[config.mk]
export PLATFORM = sky130hd
export DESIGN_NAME = cpu6809_lite
export DESIGN_NICKNAME = d
export VERILOG_FILES = /design/src/verilog/isa_pkg.sv /design/src/verilog/bus_pkg.sv /design/src/verilog/int_sync.sv /design/src/verilog/alu8.sv /design/src/verilog/reg_file.sv /design/src/verilog/bus_sequencer.sv /design/src/verilog/cpu6809_lite.sv
export SDC_FILE = /design/constraint.sdc
export NUM_CORES = 1
export LEC_CHECK = 0
export BUFFER_PORTS_ARGS = -buffer_cell sky130_fd_sc_hd__buf_2
export CAP_MARGIN = 15
export CORE_MARGIN = 3
export CORE_UTILIZATION = 55
export CTS_BUF_LIST = sky130_fd_sc_hd__clkbuf_8 sky130_fd_sc_hd__clkbuf_16
export DETAILED_ROUTE_END_ITERATION = 8
export GPL_TIMING_DRIVEN = 0
export HOLD_SLACK_MARGIN = 0.15
export PLACE_DENSITY = 0.73
export RECOVER_POWER = 25
export SKIP_CTS_REPAIR_TIMING = 1
export SLEW_MARGIN = 20
export SYNTH_ARGS = -nofsm -noshare
export SYNTH_HDL_FRONTEND = slang
export SYNTH_SLANG_ARGS = --single-unit
[constraint.sdc]
create_clock -name cpu_clk -period 6.19 [get_ports cpu_clk]
set_input_delay 0.9285 -clock cpu_clk [delete_from_list [all_inputs] [get_ports cpu_clk]]
set_output_delay 0.9285 -clock cpu_clk [all_outputs]
set_load 0.005 [all_outputs]
[src/verilog/isa_pkg.sv]
//////////////////////////////
// isa_pkg
// opcodes, vectors, flag bits and selectors
// of the reduced 6809 instruction set
//////////////////////////////
package isa_pkg;
	localparam logic [7:0] OP_NOP      = 8'h12;
	localparam logic [7:0] OP_ANDCC    = 8'h1C;
	localparam logic [7:0] OP_LDA_IMM  = 8'h86;
	localparam logic [7:0] OP_ADDA_IMM = 8'h8B;
	localparam logic [7:0] OP_LDB_IMM  = 8'hC6;
	localparam logic [7:0] OP_ADDB_IMM = 8'hCB;
	localparam logic [7:0] OP_STA_EXT  = 8'hB7;
	localparam logic [7:0] OP_JMP_EXT  = 8'h7E;
	localparam logic [7:0] OP_PAGE2    = 8'h10;
	localparam logic [7:0] OP_LDS_IMM  = 8'hCE;	// second byte after OP_PAGE2

	localparam logic [15:0] VEC_RESET = 16'hFFFE;
	localparam logic [15:0] VEC_NMI   = 16'hFFFC;
	localparam logic [15:0] VEC_IRQ   = 16'hFFF8;
	localparam logic [15:0] VEC_FIRQ  = 16'hFFF6;

	localparam int CC_F = 6;
	localparam int CC_I = 4;
	localparam int CC_N = 3;
	localparam int CC_Z = 2;
	localparam int CC_V = 1;
	localparam int CC_C = 0;

	localparam logic [7:0] CC_RESET = 8'h50;	// interrupts masked

	typedef enum logic [1:0] {
		ALU_LD,
		ALU_ADD,
		ALU_AND
	} alu_op_t;

	typedef enum logic [2:0] {
		RS_NONE,
		RS_A,
		RS_B,
		RS_CC,
		RS_S
	} reg_sel_t;
endpackage

[src/verilog/bus_pkg.sv]
//////////////////////////////
// bus_pkg
// memory bus, register control and register view records
//////////////////////////////
package bus_pkg;
	typedef struct packed {
		logic [15:0] addr;
		logic [7:0]  data;
		logic        oe;	// read strobe
		logic        we;	// write strobe
	} bus_out_t;

	typedef struct packed {
		isa_pkg::reg_sel_t dest;
		logic [15:0]       wr_data;
		logic              wr_flags;
		logic [7:0]        flags;
		logic              inc_pc;
		logic              load_pc;
		logic [15:0]       new_pc;
		logic              dec_s;
		logic              set_i;
		logic              set_f;
	} reg_ctrl_t;

	typedef struct packed {
		logic [7:0]  a;
		logic [7:0]  b;
		logic [7:0]  cc;
		logic [15:0] pc;
		logic [15:0] s;
	} reg_view_t;

	typedef struct packed {
		logic nmi;
		logic firq;
		logic irq;
	} int_sel_t;
endpackage

[src/verilog/int_sync.sv]
`timescale 1ns/1ns
//////////////////////////////
// int_sync
// synchronizes NMI, FIRQ and IRQ, masks them with
// F and I and picks one request by fixed priority
//////////////////////////////
module int_sync (
	input  logic              cpu_clk,
	input  logic              k_reset,
	input  logic              nmi_n_i,
	input  logic              firq_n_i,
	input  logic              irq_n_i,
	input  logic [7:0]        cc_i,
	input  logic              ack_i,
	output bus_pkg::int_sel_t sel_o
);
	import isa_pkg::*;

	logic [2:0] sync_q [3];	// 0 nmi, 1 firq, 2 irq
	logic [2:0] line;
	logic [2:0] req;
	logic [2:0] take;

	assign line = {~irq_n_i, ~firq_n_i, ~nmi_n_i};

	always_comb
	begin
		for (int i = 0; i < 3; i++)
			req[i] = sync_q[i][2] & sync_q[i][1];	// two oldest stages set
		take[0] = req[0];
		take[1] = req[1] & ~cc_i[CC_F] & ~take[0];
		take[2] = req[2] & ~cc_i[CC_I] & ~take[0] & ~take[1];
	end

	assign sel_o = '{nmi: take[0], firq: take[1], irq: take[2]};

	always_ff @(posedge cpu_clk or posedge k_reset)
	begin
		if (k_reset)
		begin
			for (int i = 0; i < 3; i++)
				sync_q[i] <= 3'b000;
		end
		else
		begin
			for (int i = 0; i < 3; i++)
			begin
				if (ack_i && take[i])
					sync_q[i] <= 3'b000;	// request served
				else if (!sync_q[i][2])
					sync_q[i] <= {sync_q[i][1:0], line[i]};
			end
		end
	end
endmodule

[src/verilog/alu8.sv]
`timescale 1ns/1ns
//////////////////////////////
// alu8
// 8-bit load, add and and with condition codes
//////////////////////////////
module alu8 (
	input  isa_pkg::alu_op_t op_i,
	input  logic [7:0]       a_i,
	input  logic [7:0]       b_i,
	input  logic [7:0]       cc_i,
	output logic [7:0]       result_o,
	output logic [7:0]       cc_o
);
	import isa_pkg::*;

	logic [8:0] sum;

	assign sum = {1'b0, a_i} + {1'b0, b_i};

	always_comb
	begin
		cc_o = cc_i;
		case (op_i)
			ALU_ADD:
			begin
				result_o = sum[7:0];
				cc_o[CC_C] = sum[8];
				cc_o[CC_V] = (a_i[7] == b_i[7]) && (sum[7] != a_i[7]);	// signed overflow
			end
			ALU_AND:
			begin
				result_o = a_i & b_i;
				cc_o[CC_V] = 1'b0;
			end
			default:
			begin
				result_o = b_i;	// plain load
				cc_o[CC_V] = 1'b0;
			end
		endcase
		cc_o[CC_N] = result_o[7];
		cc_o[CC_Z] = (result_o == 8'h00);
	end
endmodule

[src/verilog/reg_file.sv]
`timescale 1ns/1ns
//////////////////////////////
// reg_file
// A, B, CC, PC and S with their update rules
//////////////////////////////
module reg_file (
	input  logic               cpu_clk,
	input  logic               k_reset,
	input  bus_pkg::reg_ctrl_t ctrl_i,
	output bus_pkg::reg_view_t view_o
);
	import isa_pkg::*;

	logic [7:0]  a_q;
	logic [7:0]  b_q;
	logic [7:0]  cc_q;
	logic [7:0]  cc_next;
	logic [15:0] pc_q;
	logic [15:0] s_q;

	// CC sources can stack up, set_i/set_f win last
	always_comb
	begin
		cc_next = cc_q;
		if (ctrl_i.dest == RS_CC)
			cc_next = ctrl_i.wr_data[7:0];
		if (ctrl_i.wr_flags)
			cc_next = ctrl_i.flags;
		if (ctrl_i.set_i)
			cc_next[CC_I] = 1'b1;
		if (ctrl_i.set_f)
			cc_next[CC_F] = 1'b1;
	end

	always_ff @(posedge cpu_clk or posedge k_reset)
	begin
		if (k_reset)
		begin
			a_q <= 8'h00;
			b_q <= 8'h00;
			cc_q <= CC_RESET;
			pc_q <= 16'h0000;
			s_q <= 16'h0000;
		end
		else
		begin
			if (ctrl_i.dest == RS_A)
				a_q <= ctrl_i.wr_data[7:0];
			if (ctrl_i.dest == RS_B)
				b_q <= ctrl_i.wr_data[7:0];
			cc_q <= cc_next;
			if (ctrl_i.load_pc)
				pc_q <= ctrl_i.new_pc;
			else if (ctrl_i.inc_pc)
				pc_q <= pc_q + 16'd1;
			if (ctrl_i.dest == RS_S)
				s_q <= ctrl_i.wr_data;	// full 16 bits
			else if (ctrl_i.dec_s)
				s_q <= s_q - 16'd1;
		end
	end

	assign view_o = '{a: a_q, b: b_q, cc: cc_q, pc: pc_q, s: s_q};
endmodule

[src/verilog/bus_sequencer.sv]
`timescale 1ns/1ns
//////////////////////////////
// bus_sequencer
// reset vector, opcode and operand reads, store,
// jump and interrupt stacking on the byte bus
//////////////////////////////
module bus_sequencer (
	input  logic               cpu_clk,
	input  logic               k_reset,
	input  logic [7:0]         data_i,
	input  bus_pkg::reg_view_t view_i,
	input  logic [7:0]         alu_result_i,
	input  logic [7:0]         alu_cc_i,
	input  bus_pkg::int_sel_t  int_sel_i,
	output bus_pkg::bus_out_t  bus_o,
	output bus_pkg::reg_ctrl_t ctrl_o,
	output isa_pkg::alu_op_t   alu_op_o,
	output logic [7:0]         alu_a_o,
	output logic [7:0]         alu_b_o,
	output logic               int_ack_o
);
	import isa_pkg::*;
	import bus_pkg::*;

	typedef enum logic [3:0] {
		ST_RESET, ST_RD1, ST_RD2, ST_RD3, ST_DECODE, ST_WBACK,
		ST_NEXT, ST_STORE, ST_WRITE, ST_STACK, ST_VECTOR, ST_LOADPC
	} state_t;

	state_t     state;
	state_t     rd_ret;	// where a finished read goes
	logic       rd_pc;	// read address walks with PC
	logic       rd_left;	// second byte still to read
	logic       p2;	// page-2 prefix seen
	logic [1:0] stk_cnt;
	int_sel_t   int_src;
	logic [7:0] opcode;
	logic [7:0] mem_hi;
	logic [7:0] mem_lo;
	logic       fetching;
	logic       int_pend;

	assign fetching = (state == ST_RD1) && (rd_ret == ST_DECODE) && !p2;
	assign int_pend = int_sel_i.nmi | int_sel_i.firq | int_sel_i.irq;
	assign int_ack_o = fetching & int_pend;	// taken instead of the opcode read

	always_comb
	begin
		alu_op_o = ALU_LD;
		alu_a_o = view_i.a;
		case (opcode)
			OP_ANDCC:
			begin
				alu_op_o = ALU_AND;
				alu_a_o = view_i.cc;
			end
			OP_ADDA_IMM: alu_op_o = ALU_ADD;
			OP_ADDB_IMM:
			begin
				alu_op_o = ALU_ADD;
				alu_a_o = view_i.b;
			end
			default: ;
		endcase
	end

	assign alu_b_o = mem_lo;

	always_ff @(posedge cpu_clk)
	begin
		if (state == ST_RD3)
		begin
			mem_hi <= mem_lo;	// two reads leave hi:lo
			mem_lo <= data_i;
			if (rd_ret == ST_DECODE)
				opcode <= data_i;
		end
	end

	always_ff @(posedge cpu_clk or posedge k_reset)
	begin
		if (k_reset)
		begin
			state <= ST_RESET;
			rd_ret <= ST_DECODE;
			rd_pc <= 1'b0;
			rd_left <= 1'b0;
			p2 <= 1'b0;
			stk_cnt <= 2'd0;
			int_src <= '0;
			bus_o <= '0;
			ctrl_o <= '0;
		end
		else
		begin
			bus_o.oe <= 1'b0;	// strobes drop after one cycle
			bus_o.we <= 1'b0;
			ctrl_o.dest <= RS_NONE;
			ctrl_o.wr_flags <= 1'b0;
			ctrl_o.inc_pc <= 1'b0;
			ctrl_o.load_pc <= 1'b0;
			ctrl_o.dec_s <= 1'b0;
			ctrl_o.set_i <= 1'b0;
			ctrl_o.set_f <= 1'b0;
			case (state)
				ST_RESET:
				begin
					bus_o.addr <= VEC_RESET;
					rd_pc <= 1'b0;
					rd_left <= 1'b1;
					rd_ret <= ST_LOADPC;
					state <= ST_RD1;
				end
				ST_RD1:
				begin
					if (fetching && int_pend)
					begin
						int_src <= int_sel_i;
						stk_cnt <= 2'd0;
						state <= ST_STACK;
					end
					else
					begin
						bus_o.oe <= 1'b1;
						ctrl_o.inc_pc <= rd_pc;
						state <= ST_RD2;
					end
				end
				ST_RD2: state <= ST_RD3;
				ST_RD3:
				begin
					if (rd_ret == ST_DECODE && data_i == OP_PAGE2 && !p2)
					begin
						p2 <= 1'b1;
						bus_o.addr <= bus_o.addr + 16'd1;
						state <= ST_RD1;
					end
					else if (rd_left)
					begin
						rd_left <= 1'b0;
						bus_o.addr <= bus_o.addr + 16'd1;
						state <= ST_RD1;
					end
					else
					begin
						if (rd_ret == ST_LOADPC)
						begin
							ctrl_o.load_pc <= 1'b1;
							ctrl_o.new_pc <= {mem_lo, data_i};	// mem_lo still holds the high byte
						end
						state <= rd_ret;
					end
				end
				ST_DECODE:
				begin
					p2 <= 1'b0;
					bus_o.addr <= view_i.pc;
					rd_pc <= 1'b1;
					rd_left <= 1'b0;
					rd_ret <= ST_DECODE;	// unknown opcodes refetch
					state <= ST_RD1;
					if (p2 && opcode == OP_LDS_IMM)
					begin
						rd_left <= 1'b1;
						rd_ret <= ST_WBACK;
					end
					else if (!p2)
					begin
						case (opcode)
							OP_NOP: rd_ret <= ST_DECODE;
							OP_ANDCC, OP_LDA_IMM, OP_ADDA_IMM, OP_LDB_IMM, OP_ADDB_IMM:
								rd_ret <= ST_WBACK;
							OP_STA_EXT:
							begin
								rd_left <= 1'b1;
								rd_ret <= ST_STORE;
							end
							OP_JMP_EXT:
							begin
								rd_left <= 1'b1;
								rd_ret <= ST_LOADPC;
							end
							default: ;
						endcase
					end
				end
				ST_WBACK:
				begin
					ctrl_o.wr_data <= {8'h00, alu_result_i};
					ctrl_o.flags <= alu_cc_i;
					case (opcode)
						OP_ANDCC: ctrl_o.dest <= RS_CC;
						OP_LDA_IMM, OP_ADDA_IMM:
						begin
							ctrl_o.dest <= RS_A;
							ctrl_o.wr_flags <= 1'b1;
						end
						OP_LDB_IMM, OP_ADDB_IMM:
						begin
							ctrl_o.dest <= RS_B;
							ctrl_o.wr_flags <= 1'b1;
						end
						OP_LDS_IMM:
						begin
							ctrl_o.dest <= RS_S;
							ctrl_o.wr_data <= {mem_hi, mem_lo};
						end
						default: ;
					endcase
					state <= ST_NEXT;
				end
				ST_NEXT:
				begin
					bus_o.addr <= view_i.pc;
					rd_pc <= 1'b1;
					rd_left <= 1'b0;
					rd_ret <= ST_DECODE;
					state <= ST_RD1;
				end
				ST_STORE:
				begin
					bus_o.addr <= {mem_hi, mem_lo};
					bus_o.data <= view_i.a;
					bus_o.we <= 1'b1;
					state <= ST_WRITE;
				end
				ST_WRITE: state <= (int_src != '0) ? ST_STACK : ST_NEXT;
				ST_STACK:
				begin
					if (stk_cnt == 2'd3)
						state <= ST_VECTOR;
					else
					begin
						bus_o.addr <= view_i.s - 16'd1;
						case (stk_cnt)
							2'd0: bus_o.data <= view_i.pc[7:0];
							2'd1: bus_o.data <= view_i.pc[15:8];
							default: bus_o.data <= view_i.cc;	// CC before masking
						endcase
						bus_o.we <= 1'b1;
						ctrl_o.dec_s <= 1'b1;
						stk_cnt <= stk_cnt + 2'd1;
						state <= ST_WRITE;
					end
				end
				ST_VECTOR:
				begin
					ctrl_o.set_i <= 1'b1;
					ctrl_o.set_f <= int_src.nmi | int_src.firq;
					if (int_src.nmi)
						bus_o.addr <= VEC_NMI;
					else if (int_src.firq)
						bus_o.addr <= VEC_FIRQ;
					else
						bus_o.addr <= VEC_IRQ;
					int_src <= '0;
					rd_pc <= 1'b0;
					rd_left <= 1'b1;
					rd_ret <= ST_LOADPC;
					state <= ST_RD1;
				end
				ST_LOADPC:
				begin
					bus_o.addr <= ctrl_o.new_pc;	// PC itself lands at this edge
					rd_pc <= 1'b1;
					rd_left <= 1'b0;
					rd_ret <= ST_DECODE;
					state <= ST_RD1;
				end
				default: state <= ST_RESET;
			endcase
		end
	end
endmodule

[src/verilog/cpu6809_lite.sv]
`timescale 1ns/1ns
//////////////////////////////
// cpu6809_lite
// reduced 6809 core, sequencer plus registers,
// ALU and interrupt synchronizer
//////////////////////////////
module cpu6809_lite (
	input  logic              cpu_clk,
	input  logic              k_reset,
	input  logic              nmi_n_i,
	input  logic              firq_n_i,
	input  logic              irq_n_i,
	output bus_pkg::bus_out_t bus_o,
	input  logic [7:0]        data_i,
	output logic [7:0]        cc_o
);
	import isa_pkg::*;
	import bus_pkg::*;

	reg_view_t  view;
	reg_ctrl_t  ctrl;
	int_sel_t   int_sel;
	logic       int_ack;
	alu_op_t    alu_op;
	logic [7:0] alu_a;
	logic [7:0] alu_b;
	logic [7:0] alu_result;
	logic [7:0] alu_cc;

	assign cc_o = view.cc;

	int_sync u_int_sync (
		.cpu_clk (cpu_clk),
		.k_reset (k_reset),
		.nmi_n_i (nmi_n_i),
		.firq_n_i(firq_n_i),
		.irq_n_i (irq_n_i),
		.cc_i    (view.cc),
		.ack_i   (int_ack),
		.sel_o   (int_sel)
	);

	alu8 u_alu8 (
		.op_i    (alu_op),
		.a_i     (alu_a),
		.b_i     (alu_b),
		.cc_i    (view.cc),
		.result_o(alu_result),
		.cc_o    (alu_cc)
	);

	reg_file u_reg_file (
		.cpu_clk(cpu_clk),
		.k_reset(k_reset),
		.ctrl_i (ctrl),
		.view_o (view)
	);

	bus_sequencer u_bus_sequencer (
		.cpu_clk     (cpu_clk),
		.k_reset     (k_reset),
		.data_i      (data_i),
		.view_i      (view),
		.alu_result_i(alu_result),
		.alu_cc_i    (alu_cc),
		.int_sel_i   (int_sel),
		.bus_o       (bus_o),
		.ctrl_o      (ctrl),
		.alu_op_o    (alu_op),
		.alu_a_o     (alu_a),
		.alu_b_o     (alu_b),
		.int_ack_o   (int_ack)
	);
endmodule

==> flow_metrics.tcl, run 1 <==
set metrics [dict create \
    core-area_mm2 0.0169 \
    worstSkewPairLatency_ns 0.44 \
    power_density_mw_per_mm2 464 \
    dpl-instance-area_mm2 0.0102 \
    cp_cell_sequence "nand4bb_1, nor2_1, nor2_1, and2_0, a221o_1, ha_1, a21oi_1, a21oi_1, o31a_1, o31ai_1, o21ai_0, a41o_1" \
    path_clk_slew_ns 0.07 \
    worst_pin_slew_ns 2.88 \
    fin_crit_sh_pct 65.0 \
    die_area_mm2 0.0191 \
    grt_pass1_vias 7673 \
    slew_violations 64 \
    grt_max_degree 94 \
    die_h_um 138 \
    via_count 8110 \
    fill_cells 1449 \
    min_period_ns 4.02 \
    ys.flop_type "dfrtp_1" \
    crit_path_end_kind "flip-flop" \
    critPathRequiredTime_ns 6.51 \
    ant_nets 0 \
    routed_wl_mm 27.1 \
    crit_buf_inv 0 \
    synthCells 1006 \
    track_usage_pct 28.7 \
    slowest_stage "nor2_1" \
    ctsLongestPathBuffers 2 \
    grt_first_pass_wirelength_mm 43.4 \
    postLayoutCoreUtil_pct 63.5 \
    relSlewSlack_pct -92.9 \
    hold_path.class "reg2reg" \
    syn_area_per_cell_um2 9.58 \
    synth_cell_types 82 \
    crit_arrival_ns 4.35 \
    cts_tree "done" \
    fin_setup_tns_ns 0 \
    drive_gt1_share_pct 11.4 \
    crit_fanout 9 \
    worstSetupStartpointType "flip-flop" \
    async_flop_share_pct 86.7 \
    firstDrtPassIters 6 \
    critPathKind "reg2reg" \
    viasPerCell 6.21 \
    grt_setup_unrepaired "no" \
    synth_area_leaders "dfrtp_1, edfxtp_1, nand2_1" \
    rows 47 \
    drcViolationCount 0 \
    syn2layout_area_growth_pct 11.2 \
    cts_buffers 17 \
    leakagePower_nw 4.49 \
    synthesis.area_mm2 0.00963 \
    hold_violations 0 \
    violations "max-capacitance violations, max-slew violations" \
    synth-edff-count 24 \
    synth_top_cell_by_area "dfrtp_1" \
    max_freq_mhz 248 \
    synth_nets 1037 \
    yosysWarnings 0 \
    initial_core_util_pct 57.1 \
    grt.overflow.total 0 \
    num_io_pins 47 \
    maxCapViolCount 1 \
    critical-path-top-delay-family "compound AO/OA/AOI/OAI gates" \
    finClkSkew_ns 0.00834 \
    diodes 0 \
    dp_hpwl_mm 19.7 \
    nNetsFinal 1103 \
    drt-initial-drc-count 691 \
    gp_congestion 0.926 \
    postLayoutCellArea_mm2 0.0107 \
    synth-seq-cells 180 \
    synth_top_cell_area_share_pct 39.7 \
    io_buffers 46 \
    power_mw 4.97 \
    setup_violations 0 \
    routedWlPerCell_um 20.7 \
    cts_root_buf "clkbuf_16" \
    seq_area_frac_synth_pct 48.0 \
    cpPeakStageDelay_ns 0.58 \
    status "finished, violations left" \
    clock-sinks 180 \
    antenna_found_initial 0 \
    vdd_drop_max_v 0.000306 \
    die_w_um 138 \
    h-tree-depth 4 \
]
-- through the flow --
step	hold WS (ns)	setup WS, ns	instances
after floorplan	0.410	1.06	1006
after global placement	0.452	-0.795	1272
after detailed placement	0.456	2.28	1273
after CTS	0.472	2.25	1305
after global routing	0.489	1.93	1305
final	0.468	2.17	1305
-- cells by family after synthesis --
group,Yosys count,synth area share (%)
adders and majority gates,18,2.42
DFF,180,48.0
xor gates and xnor gates,50,4.55
muxes,47,5.69
AOI/OAI and AO/OA,254,17.0
and+or+nand+nor,369,18.4
buffers and inverters,88,3.92
-- routing by layer --
layer  vias up  GRT usage, %  part of all wire, %
met5         -             0                    0
met4         0          11.0                  3.3
met3        57          5.90                  7.5
met2       339          42.9                   45
met1      3955          41.6                   45
li1       3759             -                    -
-- cells in the mapped netlist, types with 4 or more instances --
library cell and count:
mux2i_1 12, nand3_1 38, nor4_1 13, xnor2_1 20, a21oi_1 53, o311ai_0 5, dfrtp_1 153, a221oi_1 6
a2111oi_0 4, nand2_1 163, a221o_1 4, a21o_1 9, xor2_1 30, nor3_1 15, a222oi_1 8, a22o_1 4
a22oi_1 20, nor3b_1 6, nand3b_1 5, nand2b_1 8, or3_1 6, and3_1 8, nor2b_1 6, o21ai_0 62
and2_1 6, mux2_4 9, nand4_1 6, mux2_1 7, inv_1 27, o31ai_1 5, clkbuf_1 42, or4_1 5
nor2_1 64, a211oi_1 5, o22ai_1 8, a31oi_1 6, ha_1 17, edfxtp_1 24, mux2_2 19, buf_4 10
o21ai_1 28
-- layout by cell type, fill, tap and decap left out, types with 24 or more instances in the layout --
cell,synthesis,final
a21oi_1,53,53
buf_2,2,40
clkbuf_1,42,50
dfrtp_1,153,153
edfxtp_1,24,24
inv_1,27,29
nand2_1,163,163
nand3_1,38,38
nor2_1,64,64
o21ai_0,62,62
o21ai_1,28,28
xor2_1,30,30
-- worst register-to-register path: cells and delay by family (launching register included) --
family | cells | cell delay [ns]
AO/OA/AOI/OAI | 7 | 1.78
AND/OR/NAND/NOR | 4 | 1.44
flip-flops | 1 | 0.47
adder cells (fa/ha/maj) | 1 | 0.22
-- cell type report --
cell class	count	area (um2)	area share (%)
plain buffers	58	265	2.48
clock buffers	17	425	3.97
clock inverters	15	119	1.11
inverters	30	114	1.06
multi-input cells	738	4640	43.3
flip-flops and latches	180	4630	43.2
well taps	220	275	2.57
repair buffers	47	248	2.31
-- registers in the layout, indices dropped and copies added (netlist names), 9 cells and up --
signal                  count
u_reg_file.s_q             16
u_int_sync.sync_q           9
u_reg_file.pc_q            16
u_bus_sequencer.bus_o      26
u_bus_sequencer.ctrl_o     49
-- worst paths after layout --
path | cells past startpoint | slack [ns] | start | endpoint
setup reg to reg | 12 | 2.17 | u_bus_sequencer.opcode[5] | u_bus_sequencer.ctrl_o[23]
setup / recovery | 12 | 2.17 | u_bus_sequencer.opcode[5] | u_bus_sequencer.ctrl_o[23]
hold reg to reg | 2 | 0.47 | u_bus_sequencer.ctrl_o[40] | u_bus_sequencer.ctrl_o[40]
min in group asynchronous | 2 | 1.29 | k_reset | u_bus_sequencer.bus_o[17]
hold / removal | 2 | 0.47 | u_bus_sequencer.ctrl_o[40] | u_bus_sequencer.ctrl_o[40]
max in group asynchronous | 3 | 3.55 | k_reset | u_reg_file.cc_q[4]
-- where the power goes --
part | switching (mW) | total [mW] | internal, mW | leakage [nW]
clock | 0.468 | 1.02 | 0.548 | 0.265
sequential | 0.528 | 2.14 | 1.61 | 2.17
combinational | 1.07 | 1.81 | 0.744 | 2.05
total | 2.06 | 4.97 | 2.91 | 4.49
Power figures use the tool's default switching activity.
==> run 2: changes to the inputs <==
clock period = 4 ns   (was 6.19 ns; I/O delays follow)
==> flow_metrics.tcl, run 2 (synthesis gave the netlist of run 1 again) <==
set metrics [dict create \
    status "finished, violations left" \
    violations "max-capacitance violations, max-slew violations" \
    critPathRequiredTime_ns 4.33 \
    cts_root_buf "clkbuf_16" \
    layout_common_cells "nand2_1, dfrtp_1, nor2_1" \
    dp_hpwl_mm 20.2 \
    die_area_mm2 0.0191 \
    crit_start "u_bus_sequencer.opcode[5]" \
    hold_path.class "in2async" \
    fin_crit_sh_pct 93.1 \
    viasPerCell 6.28 \
    dpl-instance-area_mm2 0.0103 \
    num_io_pins 47 \
    worstSetupStartpointType "flip-flop" \
    die_w_um 138 \
    ant_nets 0 \
    final_common_cell "nand2_1" \
    relSlewSlack_pct -15.9 \
    crit_fanout 9 \
    finClkSkew_ns 0.00924 \
    drt-initial-drc-count 893 \
    slew_violations 59 \
    power_mw 7.82 \
    min_period_ns 3.72 \
    grt_max_degree 34 \
    drcViolationCount 0 \
    syn2layout_area_growth_pct 12.2 \
    largest_register_ff_count 49 \
    crit_path_end_kind "flip-flop" \
    cts_buffers 17 \
    ctsLongestPathBuffers 2 \
    rows 47 \
    hold_violations 0 \
    grt.overflow.total 0 \
    drive_gt1_share_pct 12.0 \
    setup_violations 0 \
    fin_hold_ws_ns 0.279 \
    routed_wl_mm 27.7 \
    critPathKind "reg2reg" \
    regMostFlops "u_bus_sequencer.ctrl_o" \
    antenna_found_initial 1 \
    clock-sinks 180 \
    initial_core_util_pct 57.1 \
    grt_first_pass_wirelength_mm 44.2 \
    via_count 8217 \
    leakagePower_nw 4.53 \
    max_freq_mhz 269 \
    fill_cells 1432 \
    track_usage_pct 29.2 \
    r2r-start "u_bus_sequencer.opcode[5]" \
    diodes 0 \
    core-area_mm2 0.0169 \
    crit_arrival_ns 4.05 \
    worst_pin_slew_ns 1.74 \
    die_h_um 138 \
    nNetsFinal 1107 \
    cts_tree "done" \
    firstDrtPassIters 5 \
    path_clk_slew_ns 0.07 \
    biggestRegsByFlops "u_bus_sequencer.ctrl_o: 49 flops, u_bus_sequencer.bus_o: 26 flops" \
    gp_congestion 0.934 \
    postLayoutCellArea_mm2 0.0108 \
    maxCapViolCount 2 \
    io_buffers 46 \
    routedWlPerCell_um 21.2 \
    fin_setup_tns_ns 0 \
    grt_pass1_vias 7678 \
    power_density_mw_per_mm2 723 \
    h-tree-depth 4 \
    worstSkewPairLatency_ns 0.44 \
    grt_setup_unrepaired "no" \
    vdd_drop_max_v 0.000458 \
]
==> run 2: power breakdown <==
group          switching (mW)  internal, mW
Sequential              0.818          2.50
Combinational            1.68          1.15
Clock                   0.746         0.924
Total                    3.24          4.58
==> run 2: worst paths after layout <==
| path | cells after the start | slack [ns] | endpoint |
|---|---|---|---|
| worst min register to register | 2 | 0.47 | u_bus_sequencer.ctrl_o[40] |
| worst max-delay path | 12 | 0.28 | u_bus_sequencer.ctrl_o[23] |
| max in group asynchronous | 5 | 1.52 | u_reg_file.cc_q[6] |
| worst min-delay path | 2 | 0.28 | u_bus_sequencer.bus_o[17] |
| min in group cpu_clk | 2 | 0.33 | u_int_sync.sync_q[6] |
| worst max register to register | 12 | 0.28 | u_bus_sequencer.ctrl_o[23] |
==> run 2: metal layers <==
metal | track usage [%] | up-vias | wire (um) | share of wire [%]
met3 | 6.53 | 63 | 2370 | 8.5
met1 | 42.0 | 4001 | 12000 | 43
met5 | 0 | - | 13 | 0.047
met2 | 43.4 | 375 | 12500 | 45
met4 | 11.6 | 2 | 867 | 3.1
li1 | - | 3776 | - | -
==> run 2: cell type report <==
| type | instances | area [um2] | area share [%] |
|---|---|---|---|
| inverters | 30 | 114 | 1.05 |
| plain buffers | 58 | 267 | 2.47 |
| clock inverters | 15 | 156 | 1.45 |
| multi-input cells | 738 | 4650 | 43.0 |
| well taps | 220 | 275 | 2.55 |
| clock buffers | 17 | 425 | 3.94 |
| flip-flops and latches | 180 | 4630 | 42.8 |
| repair buffers | 51 | 295 | 2.73 |
==> run 2: per-stage QoR <==
step,util [%],cells,setup WS [ns]
after floorplan,-,1006,0.836
after global placement,60.1,1272,0.160
after detailed placement,60.8,1277,0.143
after CTS,64.2,1309,0.0888
after global routing,64.0,1309,0.0251
final,64.0,1309,0.277
==> run 2: worst max-delay path, cell delays in order (launching register included) <==
cell,delay (ns)
edfxtp_1,0.46
nand4bb_1,0.29
nor2_2,0.42
nor2_1,0.26
and2_0,0.25
a221o_1,0.31
ha_1,0.22
a21oi_1,0.31
a21oi_1,0.15
o31a_1,0.29
o31ai_1,0.32
o21ai_0,0.15
a41o_1,0.21
==> run 3: changes to the inputs <==
PLACE_DENSITY = 0.76   (was 0.73)
clock period = 3.2 ns   (was 4 ns; I/O delays follow)
==> flow_metrics.tcl, run 3 (synthesis gave the netlist of run 1 again) <==
set metrics [dict create \
    regMostFlops "u_bus_sequencer.ctrl_o" \
    initial_core_util_pct 57.1 \
    dp_hpwl_mm 20.2 \
    hold_start "nmi_n_i" \
    biggestRegsByFlops "u_bus_sequencer.ctrl_o: 49 flops, u_bus_sequencer.bus_o: 26 flops" \
    num_io_pins 47 \
    core-area_mm2 0.0169 \
    io_buffers 46 \
    finalNonFillerCells 1326 \
    cts_tree "done" \
    relSlewSlack_pct -28.9 \
    worstSkewPairLatency_ns 0.44 \
    antenna_found_initial 0 \
    grt.overflow.total 0 \
    worstSetupStartpointType "flip-flop" \
    viasPerCell 6.35 \
    layout_common_cells "nand2_1, dfrtp_1, nor2_1" \
    finClkSkew_ns 0.00690 \
    die_area_mm2 0.0191 \
    cpPeakStageDelay_ns 0.47 \
    crit_buf_inv 1 \
    h-tree-depth 4 \
    worst_slack_ns -0.139 \
    grt_first_pass_wirelength_mm 43.7 \
    hold_violations 0 \
    max_freq_mhz 299 \
    firstDrtPassIters 8 \
    worst-r2r-cell-count 13 \
    crit_arrival_ns 3.67 \
    routedWlPerCell_um 21.4 \
    crit_fanout 7 \
    status "finished, violations left" \
    nNetsFinal 1123 \
    drt-initial-drc-count 924 \
    slew_violations 95 \
    cp_cell_sequence "nor3b_2, nor4b_4, buf_4, nor2_4, and2_0, a221o_1, ha_1, a21oi_2, a21oi_1, o31a_1, o31ai_4, o21ai_0, a41o_1" \
    vdd_drop_max_v 0.000485 \
    critPathKind "reg2reg" \
    die_h_um 138 \
    cts_buffers 17 \
    leakagePower_nw 4.66 \
    track_usage_pct 28.9 \
    hold_end "u_int_sync.sync_q[6]" \
    crit_path_end_kind "flip-flop" \
    path_clk_slew_ns 0.07 \
    fin_setup_tns_ns -0.507 \
    maxCapViolCount 3 \
    ctsLongestPathBuffers 2 \
    critical-path-top-delay-family "compound AO/OA/AOI/OAI gates" \
    routed_wl_mm 28.4 \
    clock-sinks 180 \
    largest_register_ff_count 49 \
    cts_root_buf "clkbuf_16" \
    r2r-end "u_bus_sequencer.ctrl_o[23]" \
    setup_violations 6 \
    via_count 8414 \
    grt_max_degree 35 \
    r2r-start "u_bus_sequencer.opcode[7]" \
    grt_pass1_vias 7829 \
    violations "max-capacitance violations, max-slew violations, negative setup slack" \
    drcViolationCount 0 \
    fin_crit_sh_pct 104 \
    ant_nets 0 \
    syn2layout_area_growth_pct 15.3 \
    power_density_mw_per_mm2 884 \
    die_w_um 138 \
    dp.cells 1278 \
    r2r_slack_ns -0.14 \
    critPathRequiredTime_ns 3.53 \
    min_period_ns 3.34 \
    grt_setup_unrepaired "yes" \
    min_path_cells 2 \
    drive_gt1_share_pct 15.6 \
    worst_pin_slew_ns 1.93 \
    slowest_stage "edfxtp_1" \
    gp_congestion 0.934 \
    rows 47 \
    hold_path.class "in2reg" \
    pre_cts_ws_ns -0.643 \
    final_common_cell "nand2_1" \
]
run 3: metal layers:
metal / share of wire (%) / wire (um) / global-route usage, % / vias up
li1: - / - / - / 3801
met1: 42 / 12000 / 40.7 / 4110
met2: 45 / 12900 / 43.6 / 426
met3: 8.2 / 2320 / 6.32 / 77
met4: 3.9 / 1100 / 12.4 / 0
met5: 0 / 0 / 0 / -
run 3: area by class of cell:
class | instances | area [um2]
buffer | 58 | 274
sequential | 180 | 4630
timing repair buffer | 67 | 429
fill | 1339 | 5770
clock inverter | 15 | 145
antenna | 1 | 2.50
clock buffer | 17 | 425
multi-input combinational | 738 | 4820
inverter | 30 | 114
tap | 220 | 275
run 3: worst max-delay path by stage:
stage | to | start | cells after the start | slack [ns]
after floorplan | u_bus_sequencer.ctrl_o[23] | u_bus_sequencer.opcode[0] | 14 | 0.04
after global placement | u_bus_sequencer.ctrl_o[23] | u_bus_sequencer.opcode[5] | 12 | -0.65
after detailed placement | u_bus_sequencer.ctrl_o[23] | u_bus_sequencer.opcode[5] | 12 | -0.64
after CTS | u_bus_sequencer.ctrl_o[23] | u_bus_sequencer.opcode[5] | 12 | -0.70
after global routing | u_bus_sequencer.ctrl_o[36] | u_bus_sequencer.opcode[7] | 14 | -0.24
final | u_bus_sequencer.ctrl_o[23] | u_bus_sequencer.opcode[7] | 13 | -0.14
run 3: power breakdown:
part / switching [mW] / total (mW) / internal, mW / leakage (nW)
logic: 2.13 / 3.61 / 1.47 / 2.20
registers: 1.04 / 4.17 / 3.12 / 2.17
clock network: 0.960 / 2.05 / 1.09 / 0.283
total: 4.14 / 9.83 / 5.69 / 4.66
run 3: metrics by stage:
stage | hold slack [ns] | util, % | cell area (um2) | power [mW]
final | 0.211 | 65.8 | 11100 | 9.83
after global routing | 0.215 | 65.8 | 11100 | 10.4
after CTS | -0.0200 | 64.4 | 10900 | 9.68
after detailed placement | 0.453 | 61.0 | 10300 | 7.63
after global placement | 0.451 | 60.1 | 10100 | 7.48
after floorplan | 0.410 | - | 9640 | 6.26
